**config.mk**
```make
export PLATFORM = sky130hd
export DESIGN_NAME = mbu_bank_slot
export DESIGN_NICKNAME = d
export VERILOG_FILES = /design/src/rtl/mbu_pkg.sv /design/src/rtl/mbu_bank_slot.sv
export VERILOG_INCLUDE_DIRS = /design/src /design/src/rtl
export SDC_FILE = /design/constraint.sdc
export NUM_CORES = 2
export LEC_CHECK = 0
export ABC_AREA = 1
export ABC_CLOCK_PERIOD_IN_PS = 2150
export BUFFER_PORTS_ARGS = -buffer_cell sky130_fd_sc_hd__buf_2
export CORE_ASPECT_RATIO = 1.1
export CORE_MARGIN = 2
export CORE_UTILIZATION = 55
export DETAILED_ROUTE_END_ITERATION = 8
export HOLD_SLACK_MARGIN = 0.06
export PLACE_DENSITY = 0.73
export REMOVE_ABC_BUFFERS = 1
export SETUP_SLACK_MARGIN = 0.02
export SLEW_MARGIN = 20
export SYNTH_ARGS = -nofsm -noshare
export SYNTH_HDL_FRONTEND = slang
export SYNTH_SLANG_ARGS = --single-unit
```
**constraint.sdc**
```tcl
create_clock -name clk4 -period 2.15 [get_ports clk4]
set_input_delay 0.3225 -clock clk4 [delete_from_list [all_inputs] [get_ports clk4]]
set_output_delay 0.3225 -clock clk4 [all_outputs]
set_load 0.01 [all_outputs]
```
**src/rtl/mbu_config.svh**
```systemverilog
/*
 * Memory Bank Unit configuration
 * Unit address codes, slot count, context width and the
 * front-panel ROM default used while the unit is disabled
 */

`ifndef MBU_CONFIG_SVH
`define MBU_CONFIG_SVH

// Bank register positions per context
`define MBU_SLOTS        8

// Context register width, sets slot memory depth
`define MBU_CTX_BITS     8

// Read and write unit address codes
`define MBU_UA_MBN       5'h1B   // Bank register picked by IR
`define MBU_UA_MBP       5'h1C   // Bank register 0
`define MBU_UA_CTX0      5'h1D   // Context register
`define MBU_UA_CTX1      5'h1E   // Context register, alias

// Top three bits shared by the four AR write codes
`define MBU_UA_AR_HI     3'b001

// Upper address byte forced when ROM is selected
`define MBU_ROM_DEFAULT  8'h80

`endif

```
**src/rtl/mbu_pkg.sv**
```systemverilog
/*
 * Memory Bank Unit types
 * Vector typedefs shared by the bank unit RTL and its testbench
 */

`include "mbu_config.svh"

package mbu_pkg;

   ////////////////////////////////////////////////////////////
   // Data
   ////////////////////////////////////////////////////////////

   // Extended address byte held in one bank register
   typedef logic [7:0] bank_t;

   // Context number, also the slot memory row
   typedef logic [`MBU_CTX_BITS-1:0] ctx_t;

   ////////////////////////////////////////////////////////////
   // Addressing
   ////////////////////////////////////////////////////////////

   // Bank register position within a context
   typedef logic [2:0] slot_idx_t;

   // Processor read or write unit code
   typedef logic [4:0] unit_addr_t;

endpackage

```
**src/rtl/mbu_bank_slot.sv**
```systemverilog
/*
 * Memory Bank Unit slot
 * One bank register position, held for every context as a
 * byte-wide memory. Written on the clock edge, read asynchronously.
 */

`timescale 1ns/1ns

`include "mbu_config.svh"

module mbu_bank_slot (
   input  logic            clk4,     // Write strobe, rising edge
   input  logic            wr,       // Write this slot
   input  mbu_pkg::ctx_t   ctx,      // Current context selects the row
   input  mbu_pkg::bank_t  d,        // Write data from IBUS
   output mbu_pkg::bank_t  bank_q    // Row for the current context
);

   // One row per context number
   localparam int DEPTH = 1 << `MBU_CTX_BITS;

   ////////////////////////////////////////////////////////////
   // Storage
   ////////////////////////////////////////////////////////////

   // Contents are undefined at power-on like the SRAM
   mbu_pkg::bank_t mem [DEPTH];

   always_ff @(posedge clk4) begin
      if (wr) begin
         mem[ctx] <= d;                  // Visible on the next cycle
      end
   end

   ////////////////////////////////////////////////////////////
   // Read
   ////////////////////////////////////////////////////////////

   // Flow-through read so aext follows a context change at once
   assign bank_q = mem[ctx];

endmodule

```
==> results.toml <==
[status]
status = "finished, violations left"
violations = "setup timing"

[sta]
period_share = 1.47
worstMarginPinSlew_ps = 657
setup_slack_ps = -1010
setup_viol = 8
fin_setup_tns_ps = -7540
relSlewSlack = 0.562
finalCriticalPeriod_ps = 3160
max_freq_mhz = 317
worst_hold_slack_ps = 404
rsz0062_at_grt = "yes"
finalHoldViolCount = 0
slew_viol_final = 0

[yosys]
synth_seq_cells = 2048
yosys.area_share.simple = 0.239
synth-async-reset-ratio = 0
synth_top_cell_by_area = "edfxtp_1"
synth_top_area_share = 0.726
synth.top_cells.by_area = "edfxtp_1 73%, nand2_1 21%, nor2_1 1.6%, nand3_1 1.1%, buf_2 1.1%"
muxShareOfSynthArea = 0
syn_area_per_cell_um2 = 10.6
yosysSeqAreaShare = 0.726
synth_top_flop_cell = "edfxtp_1"
netlist_area_um2 = 84700
synth.most_common_cell = "nand2_1"
syn_inst = 8013
synth_xor_area_frac = 0
synth-edff-count = 2048
synth_commonest_cells = "4770 x nand2_1, 2048 x edfxtp_1, 361 x nor2_1"
ys_types = 17
synth-compound-area-share = 0.0113
yosysWarnings = 0
synthAdderAreaFrac = 0
synth_top_family_by_area = "simple AND/OR/NAND/NOR gates"

[hold_path]
worst_hold_startpoint = "wr"
hold_path.class = "primary input to flip-flop"
worstHoldEndpoint = "mem[183][0]$_DFFE_PP_"
whs_path_depth = 4

[placed_design]
portBuffers = 25
gp_congestion = 0.957
dpl.hpwl_um = 147000
dpl_worst_slack_ps = -1190

[drt]
wirelength_um = 230000
antenna_left = 0
drt_iter0_markers = 7382
drt-pass1-iter-count = 6
drt-vias-per-instance = 5.53
drcViolationCount = 0
avgRoutedWirePerCell_um = 21.2
vias = 60000

[floorplanning]
die_width_um = 378
io_pins = 26
start_util = 0.552
rows = 151
coreArea_um2 = 153000
die_height_um = 416
dieArea_um2 = 157000

[critical_path]
path_class = "flip-flop to output pin"
critical_path.slowest_cell = "edfxtp_1"
cpMostUsedCell = "nand2_1"
cp_top_family = "simple AND/OR/NAND/NOR gates"
critical-path-max-stage-delay_ps = 500
critPathLaunchType = "flip-flop"
endpoint_kind = "output pin"
worstPathArrival_ps = 2840
critPathMaxFanout = 1
cp.required_ps = 1830
path_buf_inv = 2
crit_chain = "nand2_2 > nand2_1 > nand2_1 > nand2_1 > nand2_1 > nand2_1 > o21ai_1 > nand2_2 > nor2_4 > nor2_1 > buf_4 > nor2_4 > nand2_8 > buf_6"
crit_cells = 14

[finish]
multi_input_area_um2 = 21900
drive_above_1_share = 0.141
area_growth_pct = 18.3
utilization = 0.653
largest_register = "mem"
n_fill_cell = 11200
largest_register_ffs = 2048
finalNetCount = 8649
reg_top3 = "mem: 2048 flops"
regArea_um2 = 61500

[power_and_ir_drop]
leakagePower_nw = 40.9
power_density_nw_per_um2 = 821
vdd.ir_drop.worst_uv = 915
total_power_w = 0.0823

[clocking]
post_cts_buffers = 0
cts-root-buf = "clkbuf_16"
htreeDepth = 4
cts_tree = "done"
cts_max_path_buffers = 3
numCtsBuffers = 190
clock-sinks = 2048
path_clk_slew_ps = 60

[global_route]
grt_max_degree = 81
grt_pass1_vias = 58800
grt_antenna_before_repair = 6
grt_pass1_wl_um = 346000
overflow = 0
grtUsageTotal = 0.293

[run]
maxCapViolCount = 0
## placed cells by master (no fill, tap or decap)
cell type	n
a21oi_1	32
buf_12	133
buf_2	10
buf_4	661
buf_6	21
buf_8	10
bufinv_16	12
clkbuf_1	39
clkbuf_16	192
clkinv_1	48
clkinv_16	2
clkinv_2	41
clkinv_8	5
clkinvlp_4	5
diode_2	3
dlygate4sd3_1	8
edfxtp_1	2048
inv_1	29
inv_16	1
inv_2	1
inv_4	2
inv_6	7
inv_8	1
nand2_1	4706
nand2_2	45
nand2_4	16
nand2_8	4
nand3_1	185
nand3_2	3
nor2_1	317
nor2_2	14
nor2_4	30
nor2_8	1
o21ai_0	24
o21ai_1	112
o21ai_2	21
o21ai_4	3
## worst max path at each step
| stage | end | start |
|---|---|---|
| final | bank_q[1] | mem[3][1]$_DFFE_PP_ |
| after global routing | bank_q[1] | mem[200][1]$_DFFE_PP_ |
| after CTS | bank_q[1] | mem[172][1]$_DFFE_PP_ |
| after detailed placement | bank_q[7] | ctx[0] |
| after global placement | bank_q[7] | ctx[0] |
| after floorplan | bank_q[0] | ctx[0] |
## power breakdown
group	switching, W	total [W]	internal (W)
logic	0.00405	0.00587	0.00183
clock network	0.0146	0.0324	0.0178
registers	0.0000199	0.0440	0.0440
total	0.0186	0.0823	0.0637
## stage by stage
step / instance area [µm²] / std cells
after floorplan: 82800 / 7596
after global placement: 93500 / 10500
after detailed placement: 93500 / 10500
after CTS: 100000 / 10900
after global routing: 100000 / 10900
final: 100000 / 10900
## layer usage
metal  GRT usage  routed length (µm)  up-vias
met3      0.0595               24600      555
met2       0.473              110000     3242
li1            -                   -    27600
met1       0.389               85900    28700
met4       0.125                9730        6
met5           0                  38        -
## cells by family (layout without fill, tap and decap cells)
family | count (synthesis) | after routing
AOI/OAI and AO/OA | 192 | 192
other | 0 | 3
buffers and inverters | 452 | 1228
and+or+nand+nor | 5321 | 5321
DFF | 2048 | 2048
## timing repair
item | 4_1_cts | 5_1_grt
hold endpoints to repair | 335 | 0
hold buffers | 8 | 0
gates resized for setup | 146 | 74
pin swaps | 62 | 75
endpoints found under the setup margin | 8 | 8
## layout make-up
cell class	count	area share
clock buffers	231	0.0494
multi-input cells	5513	0.218
diodes	3	0.0000749
flip-flops and latches	2048	0.614
well taps	2065	0.0258
inverters	35	0.00165
repair buffers	843	0.0813
clock inverters	119	0.00975
## worst min-delay path: stages
cell and delay [ps]:
buf_2 230, nand3_1 220, nor2_1 90, buf_4 180
No activity file was read; power rests on OpenSTA's default activity.
