==> src/rtl/mbu_config.svh <==
/*
 * Memory Bank Unit configuration
 * Unit address codes, slot count, context width and the
 * front-panel ROM default used while the unit is disabled
 */

`ifndef MBU_CONFIG_SVH
`define MBU_CONFIG_SVH

// Bank register positions per context
`define MBU_SLOTS        8

// Context register width, sets slot memory depth
`define MBU_CTX_BITS     8

// Read and write unit address codes
`define MBU_UA_MBN       5'h1B   // Bank register picked by IR
`define MBU_UA_MBP       5'h1C   // Bank register 0
`define MBU_UA_CTX0      5'h1D   // Context register
`define MBU_UA_CTX1      5'h1E   // Context register, alias

// Top three bits shared by the four AR write codes
`define MBU_UA_AR_HI     3'b001

// Upper address byte forced when ROM is selected
`define MBU_ROM_DEFAULT  8'h80

`endif

==> src/rtl/mbu_pkg.sv <==
/*
 * Memory Bank Unit types
 * Vector typedefs shared by the bank unit RTL and its testbench
 */

`include "mbu_config.svh"

package mbu_pkg;

   ////////////////////////////////////////////////////////////
   // Data
   ////////////////////////////////////////////////////////////

   // Extended address byte held in one bank register
   typedef logic [7:0] bank_t;

   // Context number, also the slot memory row
   typedef logic [`MBU_CTX_BITS-1:0] ctx_t;

   ////////////////////////////////////////////////////////////
   // Addressing
   ////////////////////////////////////////////////////////////

   // Bank register position within a context
   typedef logic [2:0] slot_idx_t;

   // Processor read or write unit code
   typedef logic [4:0] unit_addr_t;

endpackage

==> src/rtl/mbu_output_select.sv <==
/*
 * Memory Bank Unit output select
 * Holds the unit enable flop, picks the bank register that drives
 * aext, applies the front-panel default while disabled, and
 * steers bank or context data onto the IBUS read path.
 */

`timescale 1ns/1ns

`include "mbu_config.svh"

module mbu_output_select (
   input  logic                                clk4,        // Write strobe, rising edge
   input  logic                                rst_n,       // Async reset, active low
   input  logic                                mbn_wr,      // First MBn write enables
   input  logic                                rd_bank,     // MBn or MBP read
   input  logic                                rd_ctx,      // CTX read
   input  mbu_pkg::slot_idx_t                  sel_slot,    // Slot to present
   input  mbu_pkg::bank_t [`MBU_SLOTS-1:0]     slot_q,      // All slots, current context
   input  mbu_pkg::ctx_t                       ctx,         // Context register
   input  logic                                fp_ram_rom,  // 1 selects ROM
   output mbu_pkg::bank_t                      aext,        // Extended address byte
   output mbu_pkg::bank_t                      ibus_out,    // Read data
   output logic                                ibus_oe      // Read data valid
);

   logic             en;            // Unit enabled
   mbu_pkg::bank_t   fp_default;    // Power-on address byte
   mbu_pkg::bank_t   slot_sel_q;    // Selected slot contents

   ////////////////////////////////////////////////////////////
   // Enable flop
   ////////////////////////////////////////////////////////////

   // Cleared by reset, set for good by the first MBn write
   always_ff @(posedge clk4 or negedge rst_n) begin
      if (!rst_n) begin
         en <= 1'b0;
      end else if (mbn_wr) begin
         en <= 1'b1;
      end
   end

   ////////////////////////////////////////////////////////////
   // Extended address
   ////////////////////////////////////////////////////////////

   // Boot from ROM at 80xxxx or RAM at 00xxxx
   assign fp_default = fp_ram_rom ? `MBU_ROM_DEFAULT : '0;

   assign slot_sel_q = slot_q[sel_slot];

   // Default stands in for the register file until enabled
   assign aext = en ? slot_sel_q : fp_default;

   ////////////////////////////////////////////////////////////
   // IBUS read path
   ////////////////////////////////////////////////////////////

   // Bank reads share the aext path, as on the board
   always_comb begin
      if (rd_ctx) begin
         ibus_out = mbu_pkg::bank_t'(ctx);
      end else begin
         ibus_out = aext;
      end
   end

   assign ibus_oe = rd_bank | rd_ctx;   // Drive only on a unit read

endmodule

==> config.mk <==
export PLATFORM = sky130hd
export DESIGN_NAME = mbu_output_select
export DESIGN_NICKNAME = d
export VERILOG_FILES = /design/src/rtl/mbu_pkg.sv /design/src/rtl/mbu_output_select.sv
export VERILOG_INCLUDE_DIRS = /design/src /design/src/rtl
export SDC_FILE = /design/constraint.sdc
export NUM_CORES = 1
export LEC_CHECK = 0
export ABC_AREA = 1
export BUFFER_PORTS_ARGS = -buffer_cell sky130_fd_sc_hd__clkbuf_2
export CORE_ASPECT_RATIO = 1.5
export CORE_MARGIN = 3
export CORE_UTILIZATION = 30
export CTS_CLUSTER_DIAMETER = 30
export DETAILED_ROUTE_END_ITERATION = 10
export GPL_ROUTABILITY_DRIVEN = 1
export GPL_TIMING_DRIVEN = 0
export HOLD_SLACK_MARGIN = 0.03
export PLACE_DENSITY_LB_ADDON = 0.2
export REMOVE_ABC_BUFFERS = 1
export SETUP_SLACK_MARGIN = 0.15
export SLEW_MARGIN = 15
export SYNTH_ARGS = -nofsm -noshare
export SYNTH_HDL_FRONTEND = slang
export SYNTH_SLANG_ARGS = --single-unit
==> constraint.sdc <==
create_clock -name clk4 -period 1.4 [get_ports clk4]
set_clock_uncertainty 0.05 [all_clocks]
set_input_delay 0.28 -clock clk4 [delete_from_list [all_inputs] [get_ports clk4]]
set_output_delay 0.28 -clock clk4 [all_outputs]
set_load 0.05 [all_outputs]
==> results of run 1 <==
==> worst max path at each step <==
stage | startpoint | endpoint | cells past startpoint
after floorplan | sel_slot[0] | ibus_out[7] | 9
after global placement | sel_slot[0] | ibus_out[7] | 11
after detailed placement | sel_slot[0] | ibus_out[7] | 11
after CTS | sel_slot[0] | aext[2] | 6
after global routing | sel_slot[0] | ibus_out[7] | 10
final | sel_slot[0] | ibus_out[7] | 10
==> Yosys cell counts <==
library cell  number
nor2_1            49
nand2_1           29
o21ai_0           26
nand3_1           13
inv_1              9
and3_1             7
nand4_1            7
o211ai_1           7
buf_2              5
clkbuf_1           3
buf_4              2
inv_2              2
o21ai_1            2
or2_2              2
buf_6              1
dfrtp_1            1
==> per-layer routing <==
layer	vias up	part of all wire (%)	GRT usage [%]
met1	662	36	24.9
met3	6	6.1	2.37
met4	0	0.96	5.39
met2	68	57	47.0
li1	749	-	-
met5	-	0	0
==> power by group through the flow <==
| stage | logic [W] | clock network [W] | registers [W] |
|---|---|---|---|
| after global placement | 0.000545 | 0 | 0.0000294 |
| final | 0.000763 | 0 | 0.0000294 |
| after CTS | 0.000709 | 0 | 0.0000294 |
| after global routing | 0.000809 | 0 | 0.0000294 |
| after detailed placement | 0.000547 | 0 | 0.0000294 |
| after floorplan | 0.000337 | 0 | 0.0000294 |
==> timing repair <==
item / CTS / global route
resized for setup: 70 / 29
buffers inserted: 1 / 0
gates cloned: 7 / 2
endpoints found under the setup margin: 17 / 17
endpoints found under the hold margin: 1 / 0
pin swaps: 4 / 25
hold buffers: 1 / 0
==> logic make-up (layout without fill, tap and decap cells) <==
kind of cell | Yosys count | in the layout
simple gates | 107 | 107
compound gates | 35 | 35
buf+inv | 22 | 119
flops | 1 | 1
==> stage by stage <==
stage	setup TNS, ns	utilization [%]
floorplan	-2.82	-
global placement	-14.38	49.7
detailed placement	-13.97	49.7
CTS	-0.772	64.5
global route	-1.91	67.4
finish	-0.924	67.4
==> final cells by class <==
class	instances	share of cell area, %
repair inverters	2	1.20
repair buffers	106	50.0
well taps	24	1.80
multi-input cells	142	41.3
inverters	11	4.12
flip-flops and latches	1	1.57
==> impl_results.md, run 1 <==
* Status: complete, but fails checks
* Violated checks: negative setup slack
* Hold WS at 0.419 ns
* Cells after DPL at 275
* Largest family of logic cells by synthesized area: simple AND/OR/NAND/NOR gates
* Worst min path class: primary input to flop
* Initial Util at a little under a third
* Largest area contributor in the netlist: nor2_1
* CP max FO at 8
* Slew HR at 79.6%
* Clock Power Share at 0%
* Register area at around 26 um2
* Final Cell Area at 0.00167 mm2
* Commonest non-fill, non-tap cells in the layout: clkbuf_2, nor2_1, nand2_1
* LEAKAGE at about 0.9 nW
* Avg Inst Size Synth at between 4 and 5 um2
* Site row count at 22
* CP max stage cell: buf_8
* Power share of the combinational group at 96.3%
* Syn Inst Count at 165
* Area grow syn2layout at 114%
* Yosys top cell area share at 23.6%
* Net Sw Power at between 0.0004 and 0.0005 W
* CP most frequent cell: nand2_1
* Clk Latency, worst-skew pair at 0 ns
* Post-synthesis xor/xnor area fraction at 0%
* Synth top area cells: nor2_1, o21ai_0, nand2_1
* Die W at 47.6 um
* HP Start: mbn_wr
* Sequential share of the synthesized area at 3.21%
* Total wire length at 4390 um
* Routability cong. at 0.692
* GRT Overall Usage at 23.7%
* Hpwl dp at 2500 um
* Maximum VDD drop at 0.000287 V
* IO Count at 98
* Worst Path Required at between 1 and 1.5 ns
* Synthesized area at 779 um2
* Reg-to-Reg Start: en
* Final setup margin at -0.123 ns
* P per Cell Area at 474 mW/mm2
* Endpoint, Worst Hold: en
* Internal power at 0.000372 W
* Fill count at around 240
* Worst Setup Start Kind: primary input
* Initial DRT Pass Iterations at 4
* Core area at 0.00248 mm2
* Multi-input logic area at 691 um2
* Yosys reg bits at 1
* Hold Path Depth at 2
* Finished Layout Cells at 286
* Vias in the first global route at 1213
* Fin crit share at 109%
* Max reg flops at 1
* DIE AREA at 0.00326 mm2
* Total grt overflow at 0
* Buf/Inv on CP at 3
* Vias at roughly 1500
* IO buf count at 97
* Switching share of power at 53.1%
* Number of remaining DRC errors at 0
* Routed wire per std cell at 15.3 um
* Starting DRC count in detailed routing at 37
* Fin nets at 345
* Maxcap violations at 0
* Worst path arrival time at 1.19 ns
* Worst-path clk slew at 0 ns
* Crit path max-delay family: simple AND/OR/NAND/NOR gates
* Tightest Pin Transition at just over 0.3 ns
* Crit-path max cell delay at approximately 0.15 ns
* Antenna Nets Post-Route at 0
* Min Tclk post-route at 1.52 ns
* Layout cells sized above 1 at 47.3%
* R2R Setup Slk at 0.39 ns
* Crit Path Class: primary input to output pin
* Dpl ws at -0.940 ns
* Placed instance area at 0.00123 mm2
* Final Hold Viols at 0
* Die height at 68.4 um
* R2r worst-path depth at 1
* First-pass GRT wire length at 5600 um
* Post-DR vias/cell at 5.19
* Worst Setup End Kind: output pin
* Cell variety after synth at 16
* # diodes at 0
* Largest net degree at the start of global routing at 18
* Synth Warn # at 0
* Largest regs: en x1
* Cell breakdown of the critical path: clkbuf_16 > inv_6 > nand2_1 > nand3_1 > nand3_1 > nand3_2 > nand2_2 > nand2_1 > nand2_1 > buf_8
* Biggest register: en
* # setup viols final at 16
* Reg power frac at 3.7%
* Maximum clock frequency at about 660 MHz
* FF-to-FF End: en
* Post-synthesis compound-gate area fraction at between 20% and 30%
* Most common cell after layout, fill and taps aside: clkbuf_2
* Antenna violations before repair at 0
* Unrepaired setup endpoints after global routing: yes
* Simple-gate portion of the synthesized area at roughly three fifths
* Area share of fa/ha/maj cells after synthesis at 0%
* Max-slew violations at 0
* Mux share of post-synthesis cell area at 0%
* PnR Total Power at roughly 0.00079 W
No activity file was read; power rests on OpenSTA's default activity.
==> run 2: changes to the inputs <==
--- a/config.mk
+++ b/config.mk
@@ -17,7 +17,6 @@
 export GPL_TIMING_DRIVEN = 0
 export HOLD_SLACK_MARGIN = 0.03
 export PLACE_DENSITY_LB_ADDON = 0.2
-export REMOVE_ABC_BUFFERS = 1
 export SETUP_SLACK_MARGIN = 0.15
 export SLEW_MARGIN = 15
 export SYNTH_ARGS = -nofsm -noshare
==> impl_results.md, run 2 (synthesis results as in run 1) <==
* Largest regs: en x1
* Max-slew violations at 0
* Hpwl dp at 2860 um
* Largest net degree at the start of global routing at 11
* Cells after DPL at 284
* Die W at 47.6 um
* Core area at roughly 0.0025 mm2
* Crit Path Class: primary input to output pin
* Final setup TNS at -4.71 ns
* IO Count at 98
* Status: complete, but fails checks
* Maximum clock frequency at 562 MHz
* Violated checks: negative setup slack
* Clk Latency, worst-skew pair at 0 ns
* Most common cell after layout, fill and taps aside: clkbuf_2
* Final Cell Area at 0.00206 mm2
* LEAKAGE at 1.06 nW
* Fin nets at between 300 and 400
* Total grt overflow at 0
* Maxcap violations at 0
* Biggest register: en
* Min Tclk post-route at roughly 1.8 ns
* Initial Util at between 30% and 40%
* Finished Layout Cells at slightly below 300
* IO buf count at 95
* # diodes at 0
* Final setup margin at -0.378 ns
* Worst path arrival time at approximately 1.5 ns
* P per Cell Area at roughly 480 mW/mm2
* Syn Nets at ~250
* Site row count at 22
* Commonest non-fill, non-tap cells in the layout: clkbuf_2, nor2_1, nand2_1
* Worst Setup Start Kind: primary input
* Vias in the first global route at roughly 1500
* Multi-input logic area at 872 um2
* Routability cong. at about 0.79
* Area grow syn2layout at 164%
* Dpl ws at -0.539 ns
* CP max FO at 5
* Starting DRC count in detailed routing at 52
* Worst-path clk slew at 0 ns
* Worst Setup End Kind: output pin
* Unrepaired setup endpoints after global routing: yes
* Max reg flops at 1
* Routed wire per std cell at ~16 um
* DIE AREA at ~0.0033 mm2
* Die height at a little under 70 um
* Register area at around 25 um2
* Vias at roughly 1600
* Worst Path Required at 1.07 ns
* Final Hold Viols at 0
* Post-DR vias/cell at between 5 and 6
* Slew HR at 79.8%
* Number of remaining DRC errors at 0
* Layout cells sized above 1 at 63.0%
* Maximum VDD drop at 0.000367 V
* # setup viols final at 16
* GRT Overall Usage at 27.0%
* Antenna Nets Post-Route at 0
* Fill count at 161
* Antenna violations before repair at 0
* Final Util at roughly 83%
* Fin crit share at 127%
* Initial DRT Pass Iterations at 4
* Worst min path class: primary input to flop
* Total wire length at 4690 um
* Tightest Pin Transition at between 0.3 and 0.4 ns
* Placed instance area at between 0.001 and 0.0015 mm2
* First-pass GRT wire length at around 6500 um
==> run 2: critical path: stages <==
cell and delay, ns:
clkbuf_16 0.15, buf_8 0.13, buf_4 0.11, nor2_2 0.02, nor2_1 0.15, o21ai_2 0.10
nand3_2 0.08, nand4_1 0.16, nand2_4 0.11, clkbuf_16 0.16
==> run 2: per-stage QoR <==
stage	hold WS, ns	total power, W
floorplan	-0.0656	0.000460
global placement	0.00592	0.000655
detailed placement	0.00761	0.000657
CTS	0.427	0.000907
global route	0.445	0.00104
finish	0.432	0.000991
==> run 2: cell type report <==
cell class,count,area share [%]
well taps,24,1.46
plain buffers,11,6.08
flip-flops and latches,1,1.22
inverters,11,2.61
repair buffers,108,46.3
multi-input cells,142,42.3
==> run 2: path summary, 6_finish.rpt <==
check                       startpoint          end  slack, ns  cells after the start
setup / recovery           sel_slot[0]  ibus_out[0]      -0.38                     10
hold / removal                  mbn_wr           en       0.43                      2
setup reg to reg                    en           en       0.41                      1
hold reg to reg                     en           en       0.66                      1
max in group asynchronous        rst_n           en       0.66                      2
min in group asynchronous        rst_n           en       0.55                      2
==> run 2: repair_timing <==
action	4_1_cts	5_1_grt
hold buffers	1	0
endpoints found under the hold margin	1	0
setup endpoints to repair	17	16
buffers inserted	0	6
cloned	5	1
pin swaps	27	16
gates resized for setup	95	27
==> run 2: routing by layer <==
metal | share of wire [%] | routed length, um | up-vias | GRT usage, %
met4 | 4.9 | 229 | 0 | 12.5
met1 | 35 | 1640 | 723 | 27.6
met5 | 0 | 0 | - | 0
li1 | - | - | 774 | -
met2 | 55 | 2570 | 82 | 51.2
met3 | 5.3 | 248 | 22 | 2.89
==> run 2: power by group <==
group / internal, W / leakage [nW] / switching, W
clock: 0 / 0 / 0
combinational: 0.000477 / 1.06 / 0.000485
sequential: 0.0000294 / 0.00875 / 0.000000000000000000178
==> run 3: changes to the inputs <==
==> constraint.sdc (replaced) <==
create_clock -name clk4 -period 2.04 [get_ports clk4]
set_clock_uncertainty 0.05 [all_clocks]
set_input_delay 0.408 -clock clk4 [delete_from_list [all_inputs] [get_ports clk4]]
set_output_delay 0.408 -clock clk4 [all_outputs]
set_load 0.05 [all_outputs]
==> impl_results.md, run 3 (synthesis results as in run 1) <==
* Reg-to-Reg Start: en
* IO buf count at 95
* Max reg flops at 1
* Starting DRC count in detailed routing at 41
* Fin crit share at 95.1%
* Die W at 47.6 um
* Worst setup path start: sel_slot[0]
* Crit Path Class: primary input to output pin
* Most common cell after layout, fill and taps aside: clkbuf_2
* P per Cell Area at 320 mW/mm2
* Worst-path clk slew at 0 ns
* Clk Latency, worst-skew pair at 0 ns
* Worst min path class: primary input to asynchronous set/reset pin
* Number of remaining DRC errors at 0
* Max-slew violations at 0
* LEAKAGE at between 0.9 and 1 nW
* # setup viols final at 0
* Total grt overflow at 0
* Antenna violations before repair at 0
* Min Tclk post-route at 1.94 ns
* Maximum VDD drop at about 0.00026 V
* Crit-path max cell delay at approximately 0.20 ns
* Crit path max-delay family: buffers and inverters
* Status: completed
* Biggest register: en
* DIE AREA at between 0.003 and 0.004 mm2
* Layout cells sized above 1 at 55.4%
* Initial Util at between 30% and 40%
* Critical path depth at 8
* Unrepaired setup endpoints after global routing: yes
* Maxcap violations at 0
* Routability cong. at approximately 0.75
* Worst Setup Start Kind: primary input
* GRT Overall Usage at 22.9%
* Slew HR at 76.4%
* Fill count at 229
* Register area at between 20 and 30 um2
* Largest regs: en x1
* Fin nets at 352
* Cell breakdown of the critical path: clkbuf_16 > buf_8 > nor2_1 > nor2_2 > o21ai_2 > o211ai_1 > and3_1 > clkbuf_8
* CP max FO at 5
* Die height at between 60 and 70 um
* Worst Path Required at 1.58 ns
* # diodes at 0
* Worst path arrival time at 1.48 ns
* Final Hold Viols at 0
* Initial DRT Pass Iterations at 4
* Post-DR vias/cell at 5.14
* R2r worst-path depth at 1
* First-pass GRT wire length at between 5000 and 6000 um
* Buf/Inv on CP at 3
* Vias at 1505
* Hold WS at 0.143 ns
* Final Util at 71.0%
* Routed wire per std cell at 14.5 um
* Maximum clock frequency at 515 MHz
* Worst Setup End Kind: output pin
* Site row count at 22
* Syn Nets at between 200 and 250
* Final setup TNS at 0 ns
* Hpwl dp at 2970 um
* CP max stage cell: and3_1
* Tightest Pin Transition at 0.354 ns
* Antenna Nets Post-Route at 0
* Vias in the first global route at 1291
* Largest net degree at the start of global routing at 11
* Cells after DPL at approximately 280
* Area grow syn2layout at 126%
* Finished Layout Cells at 293
* Total wire length at 4240 um
* Multi-input logic area at 777 um2
* Core area at about 0.0025 mm2
* IO Count at 98
* Commonest non-fill, non-tap cells in the layout: clkbuf_2, nor2_1, nand2_1
## run 3: worst paths after layout
check                      slack, ns       to
max                              0.1  aext[2]
min                             0.14       en
max reg2reg                     1.08       en
min reg2reg                     0.63       en
max in group asynchronous       1.70       en
min in group clk4               0.57       en
## run 3: cell type report
type                       instances  share of cell area [%]
buffer                            11                    6.41
inverter                          11                    3.27
timing repair buffer             104                    43.0
multi-input combinational        142                    44.2
sequential                         1                    1.42
tap                               24                    1.71
## run 3: report_power, final
part           internal, W             switching, W  total [W]
Combinational     0.000238                 0.000304   0.000542
Clock                    0                        0          0
Sequential       0.0000202  0.000000000000000000105  0.0000202
## run 3: per-layer routing
metal  wire length (um)  global-route usage, %
met1               1540                   25.5
met2               2360                   45.0
met3                223                   1.32
met4                117                   4.38
met5                  0                      0
## run 3: repair_timing
item	in CTS	in global routing
endpoints found under the setup margin	16	16
cloned	3	4
gates resized for setup	57	59
hold buffers	0	0
pin swaps	8	21
endpoints found under the hold margin	0	0
buffers inserted	2	0
## run 3: through the flow
| step | power, W | setup WS (ns) | cell area, um2 |
|---|---|---|---|
| after floorplan | 0.000277 | 0.237 | 796 |
| after global placement | 0.000413 | -0.117 | 1300 |
| after detailed placement | 0.000415 | -0.122 | 1300 |
| after CTS | 0.000490 | 0.121 | 1530 |
| after global routing | 0.000596 | 0.0404 | 1760 |
| final | 0.000563 | 0.0995 | 1760 |
