===== src/rtl/mbu_config.svh =====
/*
 * Memory Bank Unit configuration
 * Unit address codes, slot count, context width and the
 * front-panel ROM default used while the unit is disabled
 */

`ifndef MBU_CONFIG_SVH
`define MBU_CONFIG_SVH

// Bank register positions per context
`define MBU_SLOTS        8

// Context register width, sets slot memory depth
`define MBU_CTX_BITS     8

// Read and write unit address codes
`define MBU_UA_MBN       5'h1B   // Bank register picked by IR
`define MBU_UA_MBP       5'h1C   // Bank register 0
`define MBU_UA_CTX0      5'h1D   // Context register
`define MBU_UA_CTX1      5'h1E   // Context register, alias

// Top three bits shared by the four AR write codes
`define MBU_UA_AR_HI     3'b001

// Upper address byte forced when ROM is selected
`define MBU_ROM_DEFAULT  8'h80

`endif


===== src/rtl/mbu_pkg.sv =====
/*
 * Memory Bank Unit types
 * Vector typedefs shared by the bank unit RTL and its testbench
 */

`include "mbu_config.svh"

package mbu_pkg;

   ////////////////////////////////////////////////////////////
   // Data
   ////////////////////////////////////////////////////////////

   // Extended address byte held in one bank register
   typedef logic [7:0] bank_t;

   // Context number, also the slot memory row
   typedef logic [`MBU_CTX_BITS-1:0] ctx_t;

   ////////////////////////////////////////////////////////////
   // Addressing
   ////////////////////////////////////////////////////////////

   // Bank register position within a context
   typedef logic [2:0] slot_idx_t;

   // Processor read or write unit code
   typedef logic [4:0] unit_addr_t;

endpackage


===== src/rtl/mbu_decoder.sv =====
/*
 * Memory Bank Unit decoder
 * Turns the read and write unit addresses into slot write enables,
 * the context load, the AR write flag and the read source selects.
 * Also picks the slot that drives aext and the bank read path.
 */

`timescale 1ns/1ns

`include "mbu_config.svh"

module mbu_decoder (
   input  mbu_pkg::unit_addr_t     raddr,     // Read unit
   input  mbu_pkg::unit_addr_t     waddr,     // Write unit
   input  mbu_pkg::slot_idx_t      ir,        // IR low bits
   input  logic                    ir_idx,    // Index AR writes by IR
   output logic [`MBU_SLOTS-1:0]   slot_wr,   // One-hot slot write
   output logic                    ctx_wr,    // Load context register
   output logic                    mbn_wr,    // MBn write, enables unit
   output logic                    war,       // AR write in progress
   output logic                    rd_bank,   // MBn or MBP read
   output logic                    rd_ctx,    // CTX read
   output mbu_pkg::slot_idx_t      sel_slot   // Slot for aext and reads
);

   // Individual code matches
   logic                wr_mbn;
   logic                wr_mbp;
   logic                wr_ar;
   logic                rd_mbn;
   logic                rd_mbp;
   mbu_pkg::slot_idx_t  wr_slot;               // Target of a bank write

   ////////////////////////////////////////////////////////////
   // Address compare
   ////////////////////////////////////////////////////////////

   assign wr_mbn = (waddr == `MBU_UA_MBN);
   assign wr_mbp = (waddr == `MBU_UA_MBP);
   assign wr_ar  = (waddr[4:2] == `MBU_UA_AR_HI);   // 001xx

   assign rd_mbn = (raddr == `MBU_UA_MBN);
   assign rd_mbp = (raddr == `MBU_UA_MBP);

   // Two codes map onto the one context register
   assign ctx_wr = (waddr == `MBU_UA_CTX0) || (waddr == `MBU_UA_CTX1);
   assign rd_ctx = (raddr == `MBU_UA_CTX0) || (raddr == `MBU_UA_CTX1);

   assign rd_bank = rd_mbn | rd_mbp;
   assign mbn_wr  = wr_mbn;
   assign war     = wr_ar;

   ////////////////////////////////////////////////////////////
   // Slot index for aext and bank reads
   ////////////////////////////////////////////////////////////

   // AR writes take priority since aext feeds the address register
   always_comb begin
      if (wr_ar) begin
         if (ir_idx) begin
            sel_slot = ir;                       // Indexed by instruction
         end else begin
            sel_slot = {1'b0, waddr[1:0]};      // Fixed by AR code
         end
      end else if (rd_mbn) begin
         sel_slot = ir;
      end else begin
         sel_slot = '0;                          // MBP and idle
      end
   end

   ////////////////////////////////////////////////////////////
   // Bank write enables
   ////////////////////////////////////////////////////////////

   // MBn writes go to the IR slot and MBP writes to slot 0
   assign wr_slot = wr_mbn ? ir : '0;

   always_comb begin
      slot_wr = '0;
      for (int i = 0; i < `MBU_SLOTS; i++) begin
         slot_wr[i] = (wr_mbn || wr_mbp) && (wr_slot == mbu_pkg::slot_idx_t'(i));
      end
   end

endmodule


===== config.mk =====
export PLATFORM = sky130hd
export DESIGN_NAME = mbu_decoder
export DESIGN_NICKNAME = d
export VERILOG_FILES = /design/src/rtl/mbu_pkg.sv /design/src/rtl/mbu_decoder.sv
export VERILOG_INCLUDE_DIRS = /design/src /design/src/rtl
export SDC_FILE = /design/constraint.sdc
export NUM_CORES = 1
export LEC_CHECK = 0
export BUFFER_PORTS_ARGS = -buffer_cell sky130_fd_sc_hd__buf_4
export CAP_MARGIN = 5
export CORE_AREA = 2 2 39 41
export DETAILED_ROUTE_END_ITERATION = 7
export DIE_AREA = 0 0 41 43
export GPL_TIMING_DRIVEN = 1
export PLACE_DENSITY_LB_ADDON = 0.3
export SETUP_SLACK_MARGIN = 0.15
export SYNTH_ARGS = -nofsm -noshare
export SYNTH_HDL_FRONTEND = slang
export SYNTH_SLANG_ARGS = --single-unit
export TNS_END_PERCENT = 10

===== constraint.sdc =====
create_clock -name vclk -period 1
set_input_delay 0.1 -clock vclk [all_inputs]
set_output_delay 0.1 -clock vclk [all_outputs]
set_load 0.01 [all_outputs]

==> impl_metrics.env, run 1 <==
export IMPL_status="complete, but fails checks"
export IMPL_violations="negative setup slack"
export IMPL_pre_cts_ws_ps=-114
export IMPL_power_leakage_uw=0.000302
export IMPL_dr_pass1_iters=2
export IMPL_final_hold_viol_count=0
export IMPL_wl_per_cell_um=10.2
export IMPL_hold_path_class="in -> out"
export IMPL_antenna_found_initial=0
export IMPL_crit_arrival_ps=980
export IMPL_fin_nets=92
export IMPL_mostFrequentLayoutCell="buf_4"
export IMPL_worstHoldStart="ir[1]"
export IMPL_clkPwrFrac_pct=0
export IMPL_required_ps=900
export IMPL_port_buffers=30
export IMPL_area_growth_pct=132
export IMPL_tightest_slew_ps=246
export IMPL_num_vias=426
export IMPL_initial_utilization_pct=18.7
export IMPL_synth_top_family_by_area="simple AND/OR/NAND/NOR gates"
export IMPL_syn_area_per_cell_um2=6.47
export IMPL_p_per_area_nw_per_um2=279
export IMPL_ant_nets=0
export IMPL_place_congestion=0.627
export IMPL_drt_iter0_markers=1
export IMPL_gr_total_overflow=0
export IMPL_fin_area_um2=602
export IMPL_startpoint="waddr[3]"
export IMPL_n_antenna_cell=0
export IMPL_ys_types=22
export IMPL_worstSetupEndpointType="output port"
export IMPL_fp_dieH_um=43
export IMPL_seq_cells=0
export IMPL_switching_share_pct=42.5
export IMPL_synth_cells=40
export IMPL_dieArea_um2=1760
export IMPL_vias_per_cell=4.63
export IMPL_power_total_uw=168
export IMPL_grt_max_degree=8
export IMPL_syn_area_um2=259
export IMPL_period_needed_ps=1080
export IMPL_final_cell_mix="buf_4 (33), nand2_1 (5)"
export IMPL_drc=0
export IMPL_drv_slew=0
export IMPL_rsz0062_at_grt="yes"
export IMPL_synth_mux_area_share_pct=0
export IMPL_setup_viol=7
export IMPL_grt_pass1_vias=341
export IMPL_ff_latch_area_um2=0
export IMPL_dp_hpwl_um=820
export IMPL_max_slew_margin_rel_pct=83.5
export IMPL_startpoint_type="input port"
export IMPL_slowest_stage="or3b_4"
export IMPL_num_rows=14
export IMPL_final_util_pct=43.5
export IMPL_p_seq_share_pct=0
export IMPL_ys_warn_count=0
export IMPL_crit_path_cell_trace="buf_8, or3b_4, a31oi_4, o21ai_1, buf_4"
export IMPL_critPathKind="in -> out"
export IMPL_dpl_cell_area_um2=556
export IMPL_max_cap_violations=0
export IMPL_crit_path_max_incr_delay_ps=400
export IMPL_wirelength_um=937
export IMPL_crit_fanout=4
export IMPL_syn_nets=54
export IMPL_synth_simple_area_share_pct=69.1
export IMPL_period_share_pct=108
export IMPL_ir_drop_uv=142
export IMPL_p_sw_uw=71.4
export IMPL_chipWidth_um=41
export IMPL_drive_gt1_share_pct=61.8
export IMPL_synth_compound_area_share_pct=18.4
export IMPL_setup_ws_ps=-83.3
export IMPL_grt_pass1_wl_mm=1.38
export IMPL_coreArea_um2=1380
export IMPL_n_clock_buffer=0
export IMPL_clock_fmax_mhz=923
export IMPL_ys_seq_area_share_pct=0
export IMPL_setup_tns_ps=-498
export IMPL_ios=30
export IMPL_synth_xor_area_share_pct=6.76
export IMPL_p_int_uw=96.8
export IMPL_synthAdderAreaFrac_pct=0
export IMPL_grt_use_total_pct=10.4
export IMPL_combPwrFrac_pct=100.0
==> layer usage <==
layer  GRT usage, %  wire length (µm)  vias to the layer above
met2           18.1               446                       25
met3           1.05               139                        0
met5              0                 0                        -
met1           13.9               351                      184
met4              0                 0                        0
li1               -                 -                      217
==> final cells by class <==
cell class	instances	area (µm²)
tap	16	20.0
timing repair buffer	36	289
fill	159	782
inverter	4	15.0
multi-input combinational	36	278
==> cells by family after synthesis <==
family                 after synthesis
AO/OA/AOI/OAI                        6
AND/OR/NAND/NOR                     28
XOR/XNOR                             2
buffers and inverters                4
==> power groups by stage <==
stage	registers (µW)	clock network, µW	logic (µW)
after global routing	0	0	184
after detailed placement	0	0	156
final	0	0	168
after CTS	0	0	161
after global placement	0	0	154
after floorplan	0	0	57.3
==> critical path: cells and delay by family <==
kind	cells	cell delay, ps
AND/OR/NAND/NOR	1	400
buffers and inverters	2	240
AO/OA/AOI/OAI	2	240
==> final timing paths <==
| path | to | cells after the start |
|---|---|---|
| setup / recovery | sel_slot[1] | 5 |
| hold / removal | slot_wr[1] | 3 |
==> cells in the mapped netlist (2+ instances only) <==
library cell,n,area share (%)
xor2_1,2,6.8
and4bb_1,2,9.7
nand2_1,5,7.2
and2_1,2,4.8
o21ai_1,3,5.8
inv_1,3,4.3
nor2_1,3,4.3
and3_1,2,4.8
nor3_1,4,7.7
nor2b_1,2,4.8
==> stage by stage <==
| step | hold WS (ps) | std cells |
|---|---|---|
| 2_1_floorplan | 236 | 40 |
| 3_3_place_gp | 467 | 92 |
| 3_5_place_dp | 464 | 92 |
| 4_1_cts | 465 | 92 |
| 5_1_grt | 469 | 92 |
| 6_report | 464 | 92 |
==> timing repair <==
action / CTS / global route
pin swaps: 3 / 3
endpoints found under the setup margin: 15 / 15
hold buffers: 0 / 0
cloned: 0 / 0
resized for setup: 3 / 8
setup buffers: 0 / 0
(Power assumes the default switching activity.)
==> run 2, diff against run 1 <==
CAP_MARGIN = 20   (was 5)
CELL_PAD_IN_SITES_DETAIL_PLACEMENT = 2   (was unset)
CELL_PAD_IN_SITES_GLOBAL_PLACEMENT = 2   (was unset)
CORE_AREA = unset   (was 2 2 39 41)
CORE_UTILIZATION = 15   (was unset)
DIE_AREA = unset   (was 0 0 41 43)
clock period = 1.2 ns   (was 1 ns; I/O delays follow)
==> impl_metrics.env, run 2 (synthesized netlist as in run 1, its figures left out) <==
export IMPL_setup_ws_ps=15.9
export IMPL_fin_area_um2=581
export IMPL_dr_pass1_iters=6
export IMPL_n_antenna_cell=0
export IMPL_hold_path_class="in -> out"
export IMPL_wirelength_mm=1.18
export IMPL_whs_endpoint="slot_wr[1]"
export IMPL_critPathKind="in -> out"
export IMPL_antenna_found_initial=0
export IMPL_mostFrequentLayoutCell="buf_4"
export IMPL_startpoint_type="input port"
export IMPL_dieArea_um2=1900
export IMPL_multi_input_area_um2=279
export IMPL_num_rows=14
export IMPL_final_cell_mix="buf_4 (30), nand2_1 (5), inv_1 (3), nor3_2 (3)"
export IMPL_crit_path_max_incr_delay_ps=230
export IMPL_fin_nets=89
export IMPL_power_total_uw=136
export IMPL_crit_arrival_ps=1060
export IMPL_dp_hpwl_um=912
export IMPL_clock_fmax_mhz=845
export IMPL_grt_use_total_pct=11.9
export IMPL_status="complete, but fails checks"
export IMPL_crit_fanout=7
export IMPL_max_cap_violations=0
export IMPL_final_hold_viol_count=0
export IMPL_drv_slew=0
export IMPL_dpl_cell_area_um2=504
export IMPL_period_share_pct=98.7
export IMPL_tightest_slew_ps=367
export IMPL_port_buffers=30
export IMPL_drc=7
export IMPL_pre_cts_ws_ps=36.4
export IMPL_num_vias=435
export IMPL_grt_max_degree=8
export IMPL_seq_cells=0
export IMPL_holdBufCountCts=0
export IMPL_layout_cells_non_filler=89
export IMPL_drive_gt1_share_pct=63.0
export IMPL_n_fill_cell=193
export IMPL_gr_total_overflow=0
export IMPL_grt_pass1_vias=417
export IMPL_ant_nets=0
export IMPL_slowest_stage="and2b_2"
export IMPL_ir_drop_uv=86.2
export IMPL_initial_utilization_pct=16.6
export IMPL_place_congestion=0.628
export IMPL_grt_pass1_wl_mm=1.84
export IMPL_numPlacedInstances=86
export IMPL_worstHoldPathCells=3
export IMPL_max_slew_margin_rel_pct=75.2
export IMPL_drt_iter0_markers=12
export IMPL_ios=30
export IMPL_ff_latch_area_um2=0
export IMPL_period_needed_ps=1180
export IMPL_holdWs_ps=501
export IMPL_worstHoldStart="ir[1]"
export IMPL_power_leakage_uw=0.000287
export IMPL_coreArea_um2=1560
export IMPL_rsz0062_at_grt="yes"
export IMPL_crit_path_cell_trace="buf_8, and2b_2, nand4_1, buf_4, nor3_2, buf_4"
export IMPL_p_per_area_nw_per_um2=233
export IMPL_fp_dieH_um=43.6
export IMPL_wl_per_cell_um=13.3
export IMPL_violations="design-rule violations"
export IMPL_n_clock_buffer=0
export IMPL_chipWidth_um=43.6
export IMPL_worstSetupEndpointType="output port"
export IMPL_vias_per_cell=4.89
export IMPL_required_ps=1080
export IMPL_area_growth_pct=124
export IMPL_crit_top_cell="buf_4"
export IMPL_setup_viol=0
## run 2: where the power goes
group	internal (µW)	switching [µW]	leakage (µW)
combinational	74.1	61.4	0.000287
clock	0	0	0
sequential	0	0	0
total	74.1	61.4	0.000287
## run 2: worst max-delay path: cells and delay by family
family | cells | cell delay, ps
AND/OR/NAND/NOR | 3 | 520
buffers and inverters | 3 | 420
## run 2: area by class of cell
cell class         instances  area share [%]
multi-input cells         36            48.1
inverters                  4            2.59
repair buffers            33            45.9
well taps                 16            3.45
## run 2: timing repair
action	in CTS	in global routing
hold endpoints to repair	0	0
gates cloned	0	0
buffers inserted	0	3
pin swaps	1	3
resized for setup	1	13
endpoints found under the setup margin	11	11
## run 2: worst max-delay path by stage
stage	startpoint	end	slack, ps
floorplan	waddr[2]	slot_wr[2]	210
CTS	waddr[3]	sel_slot[1]	30
finish	waddr[2]	slot_wr[1]	20
global route	waddr[2]	slot_wr[1]	-30
detailed placement	waddr[2]	slot_wr[3]	40
global placement	waddr[3]	sel_slot[1]	30
## run 2: metal layers
layer  global-route usage, %  up-vias  wire length, µm
li1                        -      213                -
met2                    21.8       14              611
met1                    16.5      208              525
met3                       0        0               46
met5                       0        -                0
met4                       0        0                0
## run 2: metrics by stage
stage / setup TNS, ps / util (%)
after floorplan: 0 / -
after global placement: 0 / 32.3
after detailed placement: 0 / 32.3
after CTS: 0 / 32.7
after global routing: -61.9 / 37.2
final: 0 / 37.2
==> run 3, diff against run 2 <==
CORE_MARGIN = 3   (was unset)
==> impl_metrics.env, run 3 (synthesized netlist as in run 1, its figures left out) <==
export IMPL_route_met3_wl_um=47
export IMPL_worstHoldPathCells=3
export IMPL_critPathKind="in -> out"
export IMPL_area_growth_pct=112
export IMPL_ios=30
export IMPL_chipWidth_um=47.6
export IMPL_period_share_pct=100
export IMPL_n_antenna_cell=0
export IMPL_holdBufCountCts=0
export IMPL_violations="negative setup slack"
export IMPL_setup_viol=1
export IMPL_rsz0062_at_grt="yes"
export IMPL_ir_drop_uv=92.3
export IMPL_vias_per_cell=4.78
export IMPL_wl_met2_um=696
export IMPL_topRoutingLayerUsed="met3"
export IMPL_tightest_slew_ps=370
export IMPL_fin_area_um2=549
export IMPL_required_ps=1080
export IMPL_drt_iter0_markers=0
export IMPL_final_hold_viol_count=0
export IMPL_grt_pass1_wl_mm=1.87
export IMPL_clock_fmax_mhz=833
export IMPL_worstHoldStart="ir[1]"
export IMPL_wirelength_mm=1.23
export IMPL_setup_tns_ps=-0.918
export IMPL_power_total_uw=131
export IMPL_port_buffers=30
export IMPL_seq_cells=0
export IMPL_max_slew_margin_rel_pct=75.0
export IMPL_dp_hpwl_um=976
export IMPL_wl_met1_um=481
export IMPL_period_needed_ps=1200
export IMPL_initial_utilization_pct=16.6
export IMPL_hold_path_class="in -> out"
export IMPL_p_per_area_nw_per_um2=238
export IMPL_drc=0
export IMPL_wl_per_cell_um=14.2
export IMPL_final_cell_mix="buf_4 (27), nand2_1 (5), inv_1 (3), nor2_1 (3), nor3_2 (3)"
export IMPL_startpoint_type="input port"
export IMPL_num_vias=411
export IMPL_status="complete, but fails checks"
export IMPL_antenna_found_initial=0
export IMPL_fin_nets=86
export IMPL_max_cap_violations=0
export IMPL_whs_endpoint="slot_wr[1]"
export IMPL_crit_fanout=7
export IMPL_drive_gt1_share_pct=58.6
export IMPL_ant_nets=0
export IMPL_grt_pass1_vias=407
export IMPL_crit_arrival_ps=1080
export IMPL_setup_ws_ps=-0.918
export IMPL_dpl_cell_area_um2=504
export IMPL_ff_latch_area_um2=0
export IMPL_pre_cts_ws_ps=16.9
export IMPL_dieArea_um2=2260
export IMPL_dr_pass1_iters=1
export IMPL_num_rows=14
export IMPL_grt_use_total_pct=10.8
export IMPL_fp_dieH_um=47.6
export IMPL_gr_total_overflow=0
export IMPL_coreArea_um2=1560
export IMPL_power_leakage_uw=0.000274
export IMPL_drv_slew=0
export IMPL_grt_max_degree=8
export IMPL_mostFrequentLayoutCell="buf_4"
export IMPL_place_congestion=0.666
export IMPL_n_clock_buffer=0
export IMPL_worstSetupEndpointType="output port"
run 3: changes by cell type in the layout (fill, tap and decap cells not counted):
cell    change
nor2_1      +1
buf_4       -3
nor2_2      -1
nor4_1      +1
nor4_2      -1
run 3: worst max path at each step:
stage,slack [ps],cells past startpoint,end,startpoint
global route,-80,5,slot_wr[2],waddr[2]
detailed placement,20,5,sel_slot[1],waddr[3]
finish,-0.9,5,slot_wr[2],waddr[2]
global placement,30,5,sel_slot[1],waddr[3]
floorplan,210,3,slot_wr[2],waddr[2]
CTS,20,5,sel_slot[1],waddr[3]
run 3: final cells by class:
| type | instances | area [µm²] |
|---|---|---|
| Inverter | 4 | 15.0 |
| Tap cell | 16 | 20.0 |
| Fill cell | 180 | 1010 |
| Timing Repair Buffer | 30 | 244 |
| Multi-Input combinational cell | 36 | 270 |
run 3: per-layer routing:
metal  vias to the layer above  global-route usage, %
met5                         -                      0
met2                        13                   19.3
met4                         0                      0
met1                       193                   15.6
met3                         0                      0
li1                        205                      -
run 3: what timing repair did:
| action | CTS | global route |
|---|---|---|
| pin swaps | 0 | 5 |
| endpoints found under the setup margin | 11 | 11 |
| gates cloned | 0 | 0 |
| gates resized for setup | 0 | 12 |
| hold endpoints to repair | 0 | 0 |
| setup buffers | 0 | 0 |
run 3: worst max-delay path, stage by stage:
cell and delay, ps:
buf_8 100, and2b_2 230, nand3_2 130, nor4_1 310
buf_4 190
run 3: through the flow:
step	instances	hold slack [ps]	util, %
6_report	86	511	35.2
2_1_floorplan	40	293	-
3_5_place_dp	86	519	32.3
4_1_cts	86	519	32.3
3_3_place_gp	86	508	32.3
5_1_grt	86	527	35.2
run 3: power by group:
part | switching [µW] | leakage, µW | total [µW] | internal [µW]
clock network | 0 | 0 | 0 | 0
registers | 0 | 0 | 0 | 0
logic | 59.6 | 0.000274 | 131 | 71.2
